===== src/warehouse_pkg.sv =====
`default_nettype none

package warehouse_pkg;

    localparam int SLOT_COUNT = 24;
    localparam int LOC_W      = 5;
    localparam int CODE_W     = 4;  // colour red 1 yellow 2 blue 4 black 8
    localparam int X_W        = 9;  // shape square 1 hexagon 2 circle 4 triangle 8
    localparam int Y_W        = 8;
    localparam int DIR_W      = 12;

    localparam logic [LOC_W-1:0] START_LOC = 5'h1F;
    localparam logic [2:0]       PKT_HDR   = 3'b101;

    localparam logic [DIR_W-1:0] DIR_0   = 12'd0;
    localparam logic [DIR_W-1:0] DIR_90  = 12'd1024;
    localparam logic [DIR_W-1:0] DIR_180 = 12'd2048;
    localparam logic [DIR_W-1:0] DIR_270 = 12'd3072;

    // rack positions, entry 0 is slot 1
    localparam logic [X_W-1:0] SLOT_X [SLOT_COUNT] = '{
        9'd255, 9'd255, 9'd253, 9'd255,  // column 1
        9'd210, 9'd210, 9'd210, 9'd210,
        9'd165, 9'd165, 9'd165, 9'd160,
        9'd120, 9'd120, 9'd120, 9'd120,
        9'd75,  9'd75,  9'd75,  9'd75,
        9'd32,  9'd32,  9'd32,  9'd28
    };

    localparam logic [Y_W-1:0] SLOT_Y [SLOT_COUNT] = '{
        8'd145, 8'd105, 8'd60,  8'd15,
        8'd150, 8'd105, 8'd68,  8'd15,
        8'd155, 8'd110, 8'd73,  8'd25,
        8'd160, 8'd115, 8'd70,  8'd32,
        8'd160, 8'd118, 8'd72,  8'd30,
        8'd164, 8'd119, 8'd74,  8'd31
    };

endpackage

`default_nettype wire

===== src/warehouse.sv =====
`timescale 1ns/1ps
`default_nettype none

module warehouse #(
    parameter int CLKS_PER_BIT = 434
) (
    input  wire                               sys_clk,
    input  wire                               sys_rst_n,
    input  wire  [warehouse_pkg::CODE_W-1:0]  color,
    input  wire  [warehouse_pkg::CODE_W-1:0]  shape,
    input  wire                               en_flag,
    input  wire                               uart_rx,
    output wire  [warehouse_pkg::X_W-1:0]     x_warehouse,
    output wire  [warehouse_pkg::Y_W-1:0]     y_warehouse,
    output wire  [warehouse_pkg::DIR_W-1:0]   direction,
    output wire                               ready_flag,
    output wire                               system_start
);

    import warehouse_pkg::*;

    wire [7:0]        rx_byte;
    wire              rx_strobe;
    wire [LOC_W-1:0]  load_loc;
    wire [CODE_W-1:0] load_shape;
    wire [CODE_W-1:0] load_color;
    wire [CODE_W-1:0] load_angle;
    wire              load_valid;
    wire [LOC_W-1:0]  scan_index;
    wire              claim;
    wire [CODE_W-1:0] slot_color;
    wire [CODE_W-1:0] slot_shape;
    wire [CODE_W-1:0] slot_angle;
    wire              slot_used;

    uart_byte_rx #(
        .CLKS_PER_BIT (CLKS_PER_BIT)
    ) uart_byte_rx_inst (
        .sys_clk   (sys_clk),
        .sys_rst_n (sys_rst_n),
        .uart_rx   (uart_rx),
        .rx_byte   (rx_byte),
        .rx_strobe (rx_strobe)
    );

    slot_packet slot_packet_inst (
        .sys_clk    (sys_clk),
        .sys_rst_n  (sys_rst_n),
        .rx_byte    (rx_byte),
        .rx_strobe  (rx_strobe),
        .load_loc   (load_loc),
        .load_shape (load_shape),
        .load_color (load_color),
        .load_angle (load_angle),
        .load_valid (load_valid)
    );

    slot_table slot_table_inst (
        .sys_clk      (sys_clk),
        .sys_rst_n    (sys_rst_n),
        .load_loc     (load_loc),
        .load_shape   (load_shape),
        .load_color   (load_color),
        .load_angle   (load_angle),
        .load_valid   (load_valid),
        .scan_index   (scan_index),
        .claim        (claim),
        .slot_color   (slot_color),
        .slot_shape   (slot_shape),
        .slot_angle   (slot_angle),
        .slot_used    (slot_used),
        .system_start (system_start)
    );

    slot_search slot_search_inst (
        .sys_clk     (sys_clk),
        .sys_rst_n   (sys_rst_n),
        .color       (color),
        .shape       (shape),
        .en_flag     (en_flag),
        .slot_color  (slot_color),
        .slot_shape  (slot_shape),
        .slot_angle  (slot_angle),
        .slot_used   (slot_used),
        .scan_index  (scan_index),
        .claim       (claim),
        .x_warehouse (x_warehouse),
        .y_warehouse (y_warehouse),
        .direction   (direction),
        .ready_flag  (ready_flag)
    );

endmodule

`default_nettype wire


===== src/slot_search.sv =====
`timescale 1ns/1ps
`default_nettype none

module slot_search (
    input  wire                               sys_clk,
    input  wire                               sys_rst_n,
    input  wire  [warehouse_pkg::CODE_W-1:0]  color,
    input  wire  [warehouse_pkg::CODE_W-1:0]  shape,
    input  wire                               en_flag,
    input  wire  [warehouse_pkg::CODE_W-1:0]  slot_color,
    input  wire  [warehouse_pkg::CODE_W-1:0]  slot_shape,
    input  wire  [warehouse_pkg::CODE_W-1:0]  slot_angle,
    input  wire                               slot_used,
    output logic [warehouse_pkg::LOC_W-1:0]   scan_index,
    output logic                              claim,
    output logic [warehouse_pkg::X_W-1:0]     x_warehouse,
    output logic [warehouse_pkg::Y_W-1:0]     y_warehouse,
    output logic [warehouse_pkg::DIR_W-1:0]   direction,
    output logic                              ready_flag
);

    import warehouse_pkg::*;

    localparam logic [2:0] S_IDLE = 3'd0;
    localparam logic [2:0] S_SCAN = 3'd1;
    localparam logic [2:0] S_MAP  = 3'd2;
    localparam logic [2:0] S_RDY1 = 3'd3;
    localparam logic [2:0] S_RDY2 = 3'd4;
    localparam logic [2:0] S_TAIL = 3'd5;

    logic [2:0]        state;
    logic [CODE_W-1:0] color_q;
    logic [CODE_W-1:0] shape_q;
    logic              match;
    logic [LOC_W-1:0]  slot_idx;

    assign match    = (slot_color == color_q) && (slot_shape == shape_q) && !slot_used;
    assign claim    = (state == S_SCAN) && match;
    assign slot_idx = scan_index - LOC_W'(1);

    always_ff @(posedge sys_clk or negedge sys_rst_n) begin
        if (!sys_rst_n) begin
            state       <= S_IDLE;
            color_q     <= '0;
            shape_q     <= '0;
            scan_index  <= '0;
            x_warehouse <= '0;
            y_warehouse <= '0;
            direction   <= '0;
            ready_flag  <= 1'b0;
        end else begin
            case (state)
                S_IDLE: begin
                    if (en_flag) begin
                        color_q     <= color;
                        shape_q     <= shape;
                        scan_index  <= LOC_W'(1);
                        x_warehouse <= '0;  // miss leaves zeros
                        y_warehouse <= '0;
                        direction   <= '0;
                        state       <= S_SCAN;
                    end
                end
                S_SCAN: begin
                    if (match) begin
                        x_warehouse <= SLOT_X[slot_idx];
                        y_warehouse <= SLOT_Y[slot_idx];
                        direction   <= DIR_W'(slot_angle);  // raw angle, mapped next
                        scan_index  <= '0;
                        state       <= S_MAP;
                    end else if (scan_index == LOC_W'(SLOT_COUNT)) begin
                        scan_index <= '0;
                        state      <= S_MAP;
                    end else begin
                        scan_index <= scan_index + LOC_W'(1);
                    end
                end
                S_MAP: begin
                    case (direction)
                        DIR_W'(1): direction <= DIR_0;
                        DIR_W'(2): direction <= DIR_180;
                        DIR_W'(4): direction <= DIR_90;
                        DIR_W'(8): direction <= DIR_270;
                        default:   direction <= direction;  // other codes pass through
                    endcase
                    ready_flag <= 1'b1;
                    state      <= S_RDY1;
                end
                S_RDY1: state <= S_RDY2;
                S_RDY2: begin
                    ready_flag <= 1'b0;
                    state      <= S_TAIL;
                end
                default: state <= S_IDLE;
            endcase
        end
    end

endmodule

`default_nettype wire


===== src/slot_table.sv =====
`timescale 1ns/1ps
`default_nettype none

module slot_table (
    input  wire                               sys_clk,
    input  wire                               sys_rst_n,
    input  wire  [warehouse_pkg::LOC_W-1:0]   load_loc,
    input  wire  [warehouse_pkg::CODE_W-1:0]  load_shape,
    input  wire  [warehouse_pkg::CODE_W-1:0]  load_color,
    input  wire  [warehouse_pkg::CODE_W-1:0]  load_angle,
    input  wire                               load_valid,
    input  wire  [warehouse_pkg::LOC_W-1:0]   scan_index,
    input  wire                               claim,
    output logic [warehouse_pkg::CODE_W-1:0]  slot_color,
    output logic [warehouse_pkg::CODE_W-1:0]  slot_shape,
    output logic [warehouse_pkg::CODE_W-1:0]  slot_angle,
    output logic                              slot_used,
    output logic                              system_start
);

    import warehouse_pkg::*;

    logic [CODE_W-1:0]     color_mem [SLOT_COUNT];
    logic [CODE_W-1:0]     shape_mem [SLOT_COUNT];
    logic [CODE_W-1:0]     angle_mem [SLOT_COUNT];
    logic [SLOT_COUNT-1:0] used;

    logic             load_hit;
    logic             scan_hit;
    logic [LOC_W-1:0] load_idx;
    logic [LOC_W-1:0] scan_idx;

    // slots are numbered from 1
    assign load_hit = (load_loc != '0) && (load_loc <= LOC_W'(SLOT_COUNT));
    assign scan_hit = (scan_index != '0) && (scan_index <= LOC_W'(SLOT_COUNT));
    assign load_idx = load_loc - LOC_W'(1);
    assign scan_idx = scan_index - LOC_W'(1);

    always_ff @(posedge sys_clk or negedge sys_rst_n) begin
        if (!sys_rst_n) begin
            for (int i = 0; i < SLOT_COUNT; i++) begin
                color_mem[i] <= '0;
                shape_mem[i] <= '0;
                angle_mem[i] <= '0;
            end
            used         <= '0;
            system_start <= 1'b0;
        end else begin
            if (load_valid && load_hit) begin  // occupancy untouched by a load
                color_mem[load_idx] <= load_color;
                shape_mem[load_idx] <= load_shape;
                angle_mem[load_idx] <= load_angle;
            end
            if (load_valid && (load_loc == START_LOC)) begin
                system_start <= 1'b1;  // sticky until reset
            end
            if (claim && scan_hit) begin
                used[scan_idx] <= 1'b1;
            end
        end
    end

    assign slot_color = scan_hit ? color_mem[scan_idx] : '0;
    assign slot_shape = scan_hit ? shape_mem[scan_idx] : '0;
    assign slot_angle = scan_hit ? angle_mem[scan_idx] : '0;
    assign slot_used  = scan_hit ? used[scan_idx] : 1'b0;

endmodule

`default_nettype wire


===== src/slot_packet.sv =====
`timescale 1ns/1ps
`default_nettype none

module slot_packet (
    input  wire                               sys_clk,
    input  wire                               sys_rst_n,
    input  wire  [7:0]                        rx_byte,
    input  wire                               rx_strobe,
    output logic [warehouse_pkg::LOC_W-1:0]   load_loc,
    output logic [warehouse_pkg::CODE_W-1:0]  load_shape,
    output logic [warehouse_pkg::CODE_W-1:0]  load_color,
    output logic [warehouse_pkg::CODE_W-1:0]  load_angle,
    output logic                              load_valid
);

    import warehouse_pkg::*;

    localparam logic [1:0] B_HDR   = 2'd0;
    localparam logic [1:0] B_CODE  = 2'd1;
    localparam logic [1:0] B_ANGLE = 2'd2;

    logic [1:0] byte_pos;

    always_ff @(posedge sys_clk or negedge sys_rst_n) begin
        if (!sys_rst_n) begin
            byte_pos   <= B_HDR;
            load_loc   <= '0;
            load_shape <= '0;
            load_color <= '0;
            load_angle <= '0;
            load_valid <= 1'b0;
        end else begin
            load_valid <= 1'b0;
            if (rx_strobe) begin
                case (byte_pos)
                    B_HDR: begin
                        if (rx_byte[7:5] == PKT_HDR) begin  // drop anything else
                            load_loc <= rx_byte[LOC_W-1:0];
                            byte_pos <= B_CODE;
                        end
                    end
                    B_CODE: begin
                        load_shape <= rx_byte[2*CODE_W-1:CODE_W];
                        load_color <= rx_byte[CODE_W-1:0];
                        byte_pos   <= B_ANGLE;
                    end
                    B_ANGLE: begin
                        load_angle <= rx_byte[CODE_W-1:0];
                        load_valid <= 1'b1;
                        byte_pos   <= B_HDR;
                    end
                    default: byte_pos <= B_HDR;
                endcase
            end
        end
    end

endmodule

`default_nettype wire


===== src/uart_byte_rx.sv =====
`timescale 1ns/1ps
`default_nettype none

module uart_byte_rx #(
    parameter int CLKS_PER_BIT = 434
) (
    input  wire        sys_clk,
    input  wire        sys_rst_n,
    input  wire        uart_rx,
    output logic [7:0] rx_byte,
    output logic       rx_strobe
);

    localparam int CNT_W = $clog2(CLKS_PER_BIT + 1);
    localparam logic [CNT_W-1:0] HALF_BIT = CNT_W'(CLKS_PER_BIT / 2 - 1);
    localparam logic [CNT_W-1:0] FULL_BIT = CNT_W'(CLKS_PER_BIT - 1);

    localparam logic [1:0] S_IDLE  = 2'd0;
    localparam logic [1:0] S_START = 2'd1;
    localparam logic [1:0] S_DATA  = 2'd2;
    localparam logic [1:0] S_STOP  = 2'd3;

    logic [1:0]       rx_sync;
    logic             rx_line;
    logic [1:0]       state;
    logic [CNT_W-1:0] bit_cnt;  // clocks within current bit
    logic [2:0]       bit_idx;
    logic [7:0]       shift;

    assign rx_line = rx_sync[1];

    always_ff @(posedge sys_clk or negedge sys_rst_n) begin
        if (!sys_rst_n) begin
            rx_sync <= 2'b11;  // line idles high
        end else begin
            rx_sync <= {rx_sync[0], uart_rx};
        end
    end

    always_ff @(posedge sys_clk or negedge sys_rst_n) begin
        if (!sys_rst_n) begin
            state     <= S_IDLE;
            bit_cnt   <= '0;
            bit_idx   <= '0;
            shift     <= '0;
            rx_byte   <= '0;
            rx_strobe <= 1'b0;
        end else begin
            rx_strobe <= 1'b0;
            case (state)
                S_IDLE: begin
                    bit_cnt <= '0;
                    bit_idx <= '0;
                    if (!rx_line) begin
                        state <= S_START;
                    end
                end
                S_START: begin
                    if (bit_cnt == HALF_BIT) begin
                        bit_cnt <= '0;
                        state   <= rx_line ? S_IDLE : S_DATA;  // glitch, not a start bit
                    end else begin
                        bit_cnt <= bit_cnt + 1'b1;
                    end
                end
                S_DATA: begin
                    if (bit_cnt == FULL_BIT) begin
                        bit_cnt <= '0;
                        shift   <= {rx_line, shift[7:1]};  // lsb first
                        bit_idx <= bit_idx + 1'b1;
                        if (bit_idx == 3'd7) begin
                            state <= S_STOP;
                        end
                    end else begin
                        bit_cnt <= bit_cnt + 1'b1;
                    end
                end
                default: begin
                    if (bit_cnt == FULL_BIT) begin
                        bit_cnt <= '0;
                        state   <= S_IDLE;
                        if (rx_line) begin
                            rx_byte   <= shift;
                            rx_strobe <= 1'b1;
                        end
                    end else begin
                        bit_cnt <= bit_cnt + 1'b1;
                    end
                end
            endcase
        end
    end

endmodule

`default_nettype wire


===== config.mk =====
export PLATFORM = sky130hd
export DESIGN_NAME = warehouse
export DESIGN_NICKNAME = d
export VERILOG_FILES = /design/src/warehouse_pkg.sv /design/src/warehouse.sv /design/src/slot_search.sv /design/src/slot_table.sv /design/src/slot_packet.sv /design/src/uart_byte_rx.sv
export SDC_FILE = /design/constraint.sdc
export NUM_CORES = 1
export LEC_CHECK = 0
export BUFFER_PORTS_ARGS = -buffer_cell sky130_fd_sc_hd__clkbuf_2
export CORE_UTILIZATION = 53
export DETAILED_ROUTE_END_ITERATION = 10
export GPL_TIMING_DRIVEN = 0
export MAX_ROUTING_LAYER = met4
export PLACE_DENSITY_LB_ADDON = 0.08
export SLEW_MARGIN = 0
export SYNTH_ARGS = -nofsm -noshare
export SYNTH_HDL_FRONTEND = slang
export SYNTH_SLANG_ARGS = --single-unit

===== constraint.sdc =====
create_clock -name sys_clk -period 6.1 [get_ports sys_clk]
set_input_delay 1.22 -clock sys_clk [delete_from_list [all_inputs] [get_ports sys_clk]]
set_output_delay 1.22 -clock sys_clk [all_outputs]
set_load 0.05 [all_outputs]

## After elaboration in Yosys (flattened, before gate mapping)

Memories as Yosys holds them, arrays and structs flattened.
Cells that the tools add are included.

- Word-level logic and storage cells: 241
- Memory bits (read-only): 544
- Output and inout port bits: 31
- Register bits: 412
- Memories: 2

- Equal/unequal tests: 29
- Mux-type cells: 64
- Bitwise gates (word level): 4
- Order comparisons: 7
- Reduce and logical (&&, ||, !) cells: 35
- Add/sub/neg operators: 5

Memory list:

| memory | words | width | read ports | clocked after Yosys merged registers in | write ports | RTL line | text |
|---|---|---|---|---|---|---|---|
| (no name shown) | 32 | 9 | 1 | 0 | 0 | slot_search.sv:66 | `x_warehouse <= SLOT_X[slot_idx];` |
| (no name shown) | 32 | 8 | 1 | 0 | 0 | slot_search.sv:67 | `y_warehouse <= SLOT_Y[slot_idx];` |

Operators with widths:

| kind | number |
|---|---|
| bitwise mux 96 bit | 3 |
| binary-select mux 4 bit (select 5 bit) | 3 |
| 2-to-1 mux 9 bit | 6 |
| one-hot mux 12 bit (4 select lines) | 1 |
| 2-to-1 mux 4 bit | 10 |
| one-hot mux 12 bit (3 select lines) | 1 |
| one-hot mux 9 bit (2 select lines) | 2 |
| 2-to-1 mux 8 bit | 4 |
| 2-to-1 mux 12 bit | 2 |
| bitwise OR 24 bit | 1 |
| demux 4 bit (select 5 bit) | 1 |
| one-hot mux 8 bit (2 select lines) | 1 |
| AND reduction 2 bit | 8 |
| 2-to-1 mux 5 bit | 3 |
| one-hot mux 3 bit (5 select lines) | 1 |
| 2-to-1 mux 2 bit | 7 |
| == test 12 x 1 -> 1 bit, second input constant | 1 |
| == test 12 x 2 -> 1 bit, second input constant | 1 |
| == test 12 x 3 -> 1 bit, second input constant | 1 |
| == test 12 x 4 -> 1 bit, second input constant | 1 |
| greater-or-equal comparator 6 bit, second input constant | 2 |
| 2-to-1 mux 3 bit | 4 |
| inverter 5 -> 6 bit | 2 |
| == test 5 bit, second input constant | 2 |
| 40 further kinds | 76 |

## Longest topological paths before layout

- Depth after elaboration: 11
- Depth in mapped cells: 19
- Gate-level depth less buffers: 12

## By module

A second synthesis with hierarchy kept.

- Cell total of the unflattened synthesis: 1,371
- Area total of the unflattened synthesis: 19,241.0 um^2

By module, submodules not included:

| module | times used | cells each | area each (um^2) |
|---|---|---|---|
| slot_table | 1 | 944 | 14,516.4 |
| slot_search | 1 | 263 | 2,483.6 |
| uart_byte_rx | 1 | 117 | 1,477.7 |
| slot_packet | 1 | 47 | 763.2 |

## Least setup slack after synthesis

Ideal clock, no wire load.

- Kind: register -> register
- Start point: reg slot_search_inst.scan_index[0] (netlist bit)
- End point: reg slot_search_inst.y_warehouse[2] (netlist bit)
- Stages on the path, launching flop included: 20
- Path slack: 1.603 ns
- Arrival time: 4.417 ns
- Setup time: 0.079 ns
- Cell sequence: dfrtp_1 > buf_2 > buf_2 > inv_1 > ha_1 > buf_2 > inv_1 > ha_1 > buf_2 > and2_1 > buf_1 > a22oi_1 > a31oi_1 > a2111oi_0 > xor2_1 > or4_1 > buf_6 > nor3_4 > buf_8 > mux2i_1

- Longest elaborated chain between the ends: 11
- Elaborated cells on any way between the ends: 28
- Classes of those cells: add/sub (1); order compare (1); eq/ne (3); mux (15); bitwise (1); reduce/logical (6); memory (1)

RTL lines:

| item | RTL line | text |
|---|---|---|
| start, declared | slot_search.sv:14 | `output logic [warehouse_pkg::LOC_W-1:0] scan_index,` |
| start signal, assigned | slot_search.sv:75 | `scan_index <= scan_index + LOC_W'(1);` |
| subtractor 5 x 1 -> 5 bit | slot_search.sv:39, slot_table.sv:37 |  |
| inverter 5 -> 6 bit (not written as such) | slot_search.sv:67, slot_table.sv:63, slot_table.sv:64 |  |
| binary-select mux 4 bit (select 5 bit), on equally long branches | slot_table.sv:63, slot_table.sv:64 |  |
| 2-to-1 mux 4 bit, on equally long branches (3 in a row) | slot_table.sv:63, slot_table.sv:64 |  |
| == test 4 bit | slot_search.sv:37 | `assign match = (slot_color == color_q) && (slot_shape == shape_q) && !slot_used;` |
| logical AND 1 bit (2 in a row) | slot_search.sv:37 |  |
| inequality test 2 x 1 -> 1 bit (no source line) | -- |  |
| AND reduction 3 bit (no source line) | -- |  |
| end signal, assigned | slot_search.sv:67 |  |
| end, declared | slot_search.sv:17 | `output logic [warehouse_pkg::Y_W-1:0] y_warehouse,` |

Parallel ways exist; a longest one is shown, timed or not. The select of a mux whose other input is x is not followed.
A chain may end at the register's enable or synchronous reset.

## Final worst setup path

- Start point: reg slot_search_inst.scan_index[0] (netlist bit)
- End point: reg slot_search_inst.scan_index[3] (netlist bit)

- Longest elaborated chain between the ends: 11
- Elaborated cells on any way between the ends: 26
- Classes of those cells: add/sub (2); order compare (1); eq/ne (3); mux (14); bitwise (1); reduce/logical (5)

RTL lines:

| item | RTL line | text |
|---|---|---|
| subtractor 5 x 1 -> 5 bit | slot_table.sv:37 | `assign scan_idx = scan_index - LOC_W'(1);` |
| inverter 5 -> 6 bit (not written as such) | slot_table.sv:63, slot_table.sv:64 |  |
| binary-select mux 4 bit (select 5 bit), on equally long branches | slot_table.sv:63, slot_table.sv:64 |  |
| 2-to-1 mux 4 bit, on equally long branches (3 in a row) | slot_table.sv:63, slot_table.sv:64 |  |
| == test 4 bit | slot_search.sv:37 |  |
| logical AND 1 bit (2 in a row) | slot_search.sv:37 |  |
| 2-to-1 mux 5 bit (*) | slot_search.sv:65 | `if (match) begin` |
| one-hot mux 5 bit (2 select lines) (*) | slot_search.sv:52 | `case (state)` |

Mark *: on every way between the ends. The rest lies on a longest branch, timed or not. The select of a mux whose other input is x is not followed.

==> key figures <==
Placement
  • # port buffers: 35
  • GP Congestion: 0.896
  • DP Wirelength: 33900 um
  • Setup WS pre-CTS: -0.0938 ns
  • Cells after DPL: 1925

Synth
  • Post-synth top flop: dfrtp_1
  • Top post-synthesis cells by area: dfrtp_1 53%, mux2_2 19%, mux4_2 7.4%
  • Mapped Avg Cell Area: 13.5 um^2
  • Yosys top cell area share: 52.7%
  • Synth warn: 0
  • Mapped Area: 19100 um^2
  • Cell count after synthesis: 1419
  • Post-synth EDFFs: 0
  • Synth area leader: dfrtp_1
  • Sequential area share after synthesis: 53.0%
  • Async S/R FF share, synth: 100%
  • Synth cell types: 66
  • Register bit total from synthesis: 405

Power
  • PD cells: 424 nW/um^2
  • Max VDD drop: 0.496 mV
  • Static leakage: 10.6 nW

Timing
  • RSZ-0062 raised after global routing: false
  • Slew Viols, Final: 0
  • Fmax: 173 MHz
  • Min cycle time layout: 5.79 ns
  • Worst slew margin: 11.4%
  • Final setup vio count: 0
  • Setup Skew: 0.0179 ns
  • Tcrit/Tclk final: 95.0%
  • Hold Fails Final Rpt: 0
  • Worst setup margin: 0.308 ns
  • Slew of the pin with the lowest slew margin: 1.32 ns

Setup path
  • Crit. End Element: register
  • Startpoint types: register
  • Worst EP required: 6.49 ns
  • Reg2reg setup slack: 0.31 ns
  • Critical Path AT: 6.19 ns
  • Crit Path Max Fanout: 10
  • Crit Path Class: reg -> reg
  • Slowest-stage cell, CP: nor4_2
  • Slowest stage delay, CP: 0.44 ns
  • CP Cell Sequence: buf_2, buf_2, inv_1, ha_1, buf_2, inv_1, ha_1, buf_2, clkinv_1, clkbuf_1, mux2_2, a21oi_1, nor4_2, xnor2_1, o2111ai_2, nor2_1, buf_2, o31ai_1
  • CP dominant cell by count: buf_2

Route
  • ANT nets after route: 0
  • Vias: 12300
  • Routed len/inst: 24.9 um
  • DRC viols: 0
  • Max Used Layer: met4
  • WL met3: 2180 um
  • Initial DRC count: 915
  • DR pass1 iterations: 5
  • Total Wirelength: 50000 um
  • Met2 WL: 23600 um
  • Vias/cell: 6.14
  • DRT met1 WL: 23100 um

Hold path
  • Worst min path class: reg -> reg

Global route
  • Largest net degree at the start of global routing: 115
  • Gr ovfl total: 0
  • Vias in the first global route: 12200
  • First-pass GRT wire length: 75800 um
  • Initial antenna violation count: 0
  • Total global routing track utilization: 28.8%

Layout
  • Share of post-route cells with drive strength above 1: 35.4%
  • Final net count: 1541
  • Finished Layout Cells: 2007
  • Diode count: 0
  • P&R area growth vs syn: 12.4%
  • Post-layout util: 60.5%
  • Fillers: 2823

Clocking
  • CTS tree: yes
  • CTS Buf Count: 44
  • Clk Tree Root Cell: clkbuf_16
  • Clock Path Buffers: 3
  • Skew-Pair Late Insertion Delay: 0.56 ns
  • # clock sinks: 405
  • Clock Pin Slew Worst Setup and Hold Paths: 0.06 ns
  • H-tree Lvls: 2

Floorplanning
  • Die width: 192 um
  • Num rows: 69
  • Initial Util: 53.8%
  • Core ar.: 35600 um^2
  • Die ar.: 36900 um^2
  • Ports: 43
  • Die Y: 192 um

Run status
  • Status: finished clean

Flow run
  • Max-Cap Viols: 0
sequential cells by signal, summed over array words and instances (netlist names), 2 cells and up:
name,count
slot_packet_inst.load_loc,5
slot_search_inst.shape_q,4
slot_table_inst.color_mem,96
slot_table_inst.shape_mem,96
slot_search_inst.x_warehouse,8
slot_search_inst.direction,6
uart_byte_rx_inst.bit_cnt,9
slot_packet_inst.load_shape,4
slot_search_inst.state,3
slot_packet_inst.load_color,4
slot_table_inst.used,24
uart_byte_rx_inst.state,2
slot_search_inst.y_warehouse,8
uart_byte_rx_inst.rx_sync,2
slot_table_inst.angle_mem,96
slot_packet_inst.byte_pos,2
slot_search_inst.scan_index,5
uart_byte_rx_inst.shift,8
slot_search_inst.color_q,4
slot_packet_inst.load_angle,4
uart_byte_rx_inst.bit_idx,3
uart_byte_rx_inst.rx_byte,8
path summary, 6_finish.rpt:
check                      cells past startpoint                              to                            from
max                                           18  slot_search_inst.scan_index[3]  slot_search_inst.scan_index[0]
min reg2reg                                    0    uart_byte_rx_inst.rx_sync[1]    uart_byte_rx_inst.rx_sync[0]
min                                            0    uart_byte_rx_inst.rx_sync[1]    uart_byte_rx_inst.rx_sync[0]
max reg2reg                                   18  slot_search_inst.scan_index[3]  slot_search_inst.scan_index[0]
min in group asynchronous                      1   slot_table_inst.shape_mem[95]                       sys_rst_n
max in group asynchronous                      3   slot_table_inst.color_mem[92]                       sys_rst_n
final cells by class:
class / instances / area (um^2) / share of cell area [%]
buffer: 116 / 544 / 2.53
clock buffer: 66 / 1250 / 5.83
clock inverter: 13 / 184 / 0.855
inverter: 19 / 71.3 / 0.332
multi-input combinational: 885 / 8430 / 39.2
sequential: 405 / 10100 / 47.1
tap: 461 / 577 / 2.68
timing repair buffer: 42 / 317 / 1.47
Yosys cell counts (all sizes together), types with 18 or more instances:
master	number
dfrtp	403
mux2	331
nand2	96
clkbuf	69
mux4	63
mux2i	59
nor2	55
buf	47
o21ai	29
a22oi	25
a41o	25
inv	18
repair_timing:
action                     4_1_cts  5_1_grt
setup endpoints to repair       10       28
gates cloned                     0        0
pin swaps                        0        1
resized for setup                1        3
buffers inserted                 0        3
hold buffers                     0        0
stage by stage:
step	setup TNS [ns]	cell area [um^2]	total power [W]	hold WS, ns
after global placement	-2106.66	19900	0.00640	0.346
final	0	21500	0.00912	0.356
after detailed placement	-0.705	20000	0.00643	0.350
after global routing	0	21500	0.00950	0.363
after CTS	0	21500	0.00912	0.358
after floorplan	0	19200	0.00531	0.345
cells by family after synthesis:
family	count (synthesis)	synth area share, %
mux	453	30.0
flops	405	53.0
simple gates	240	6.00
compound gates	150	5.93
buf+inv	135	3.20
xor+xnor	19	0.869
fa+ha+maj	16	1.05
other cells	1	0.0196
layout by cell type (no fill, tap or decap), drive strengths merged, types with 9 or more instances in the layout:
cell type	count
a21oi	16
dfrtp	403
mux2	331
xor2	9
nand2b	9
o21ai	29
inv	20
nand2	96
a41o	25
mux2i	59
xnor2	10
a22o	10
mux4	63
nor2b	12
nor2	55
nand3	12
clkbuf	170
ha	16
a22oi	25
buf	54
power breakdown:
group	internal (W)	switching, W	leakage, nW
sequential	0.00282	0.0000997	5.60
combinational	0.00117	0.00236	4.30
clock	0.00159	0.00108	0.691
total	0.00558	0.00354	10.6
worst max-delay path, delay by kind of cell, from the launching register on:
kind / cells / cell delay, ns
and+or+nand+nor: 2 / 0.76
DFF: 1 / 0.39
xor gates and xnor gates: 1 / 0.19
buffers and inverters: 9 / 2.75
AOI/OAI and AO/OA: 3 / 0.59
muxes: 1 / 0.35
adders and majority gates: 2 / 0.58
per-layer routing:
metal  GRT usage [%]  vias to the layer above
met5               -                        -
met4            7.57                        0
met3            3.64                       73
met2            44.3                      342
met1            40.5                     6514
li1                -                     5385
Note: power is estimated with default switching activity, not from simulation.
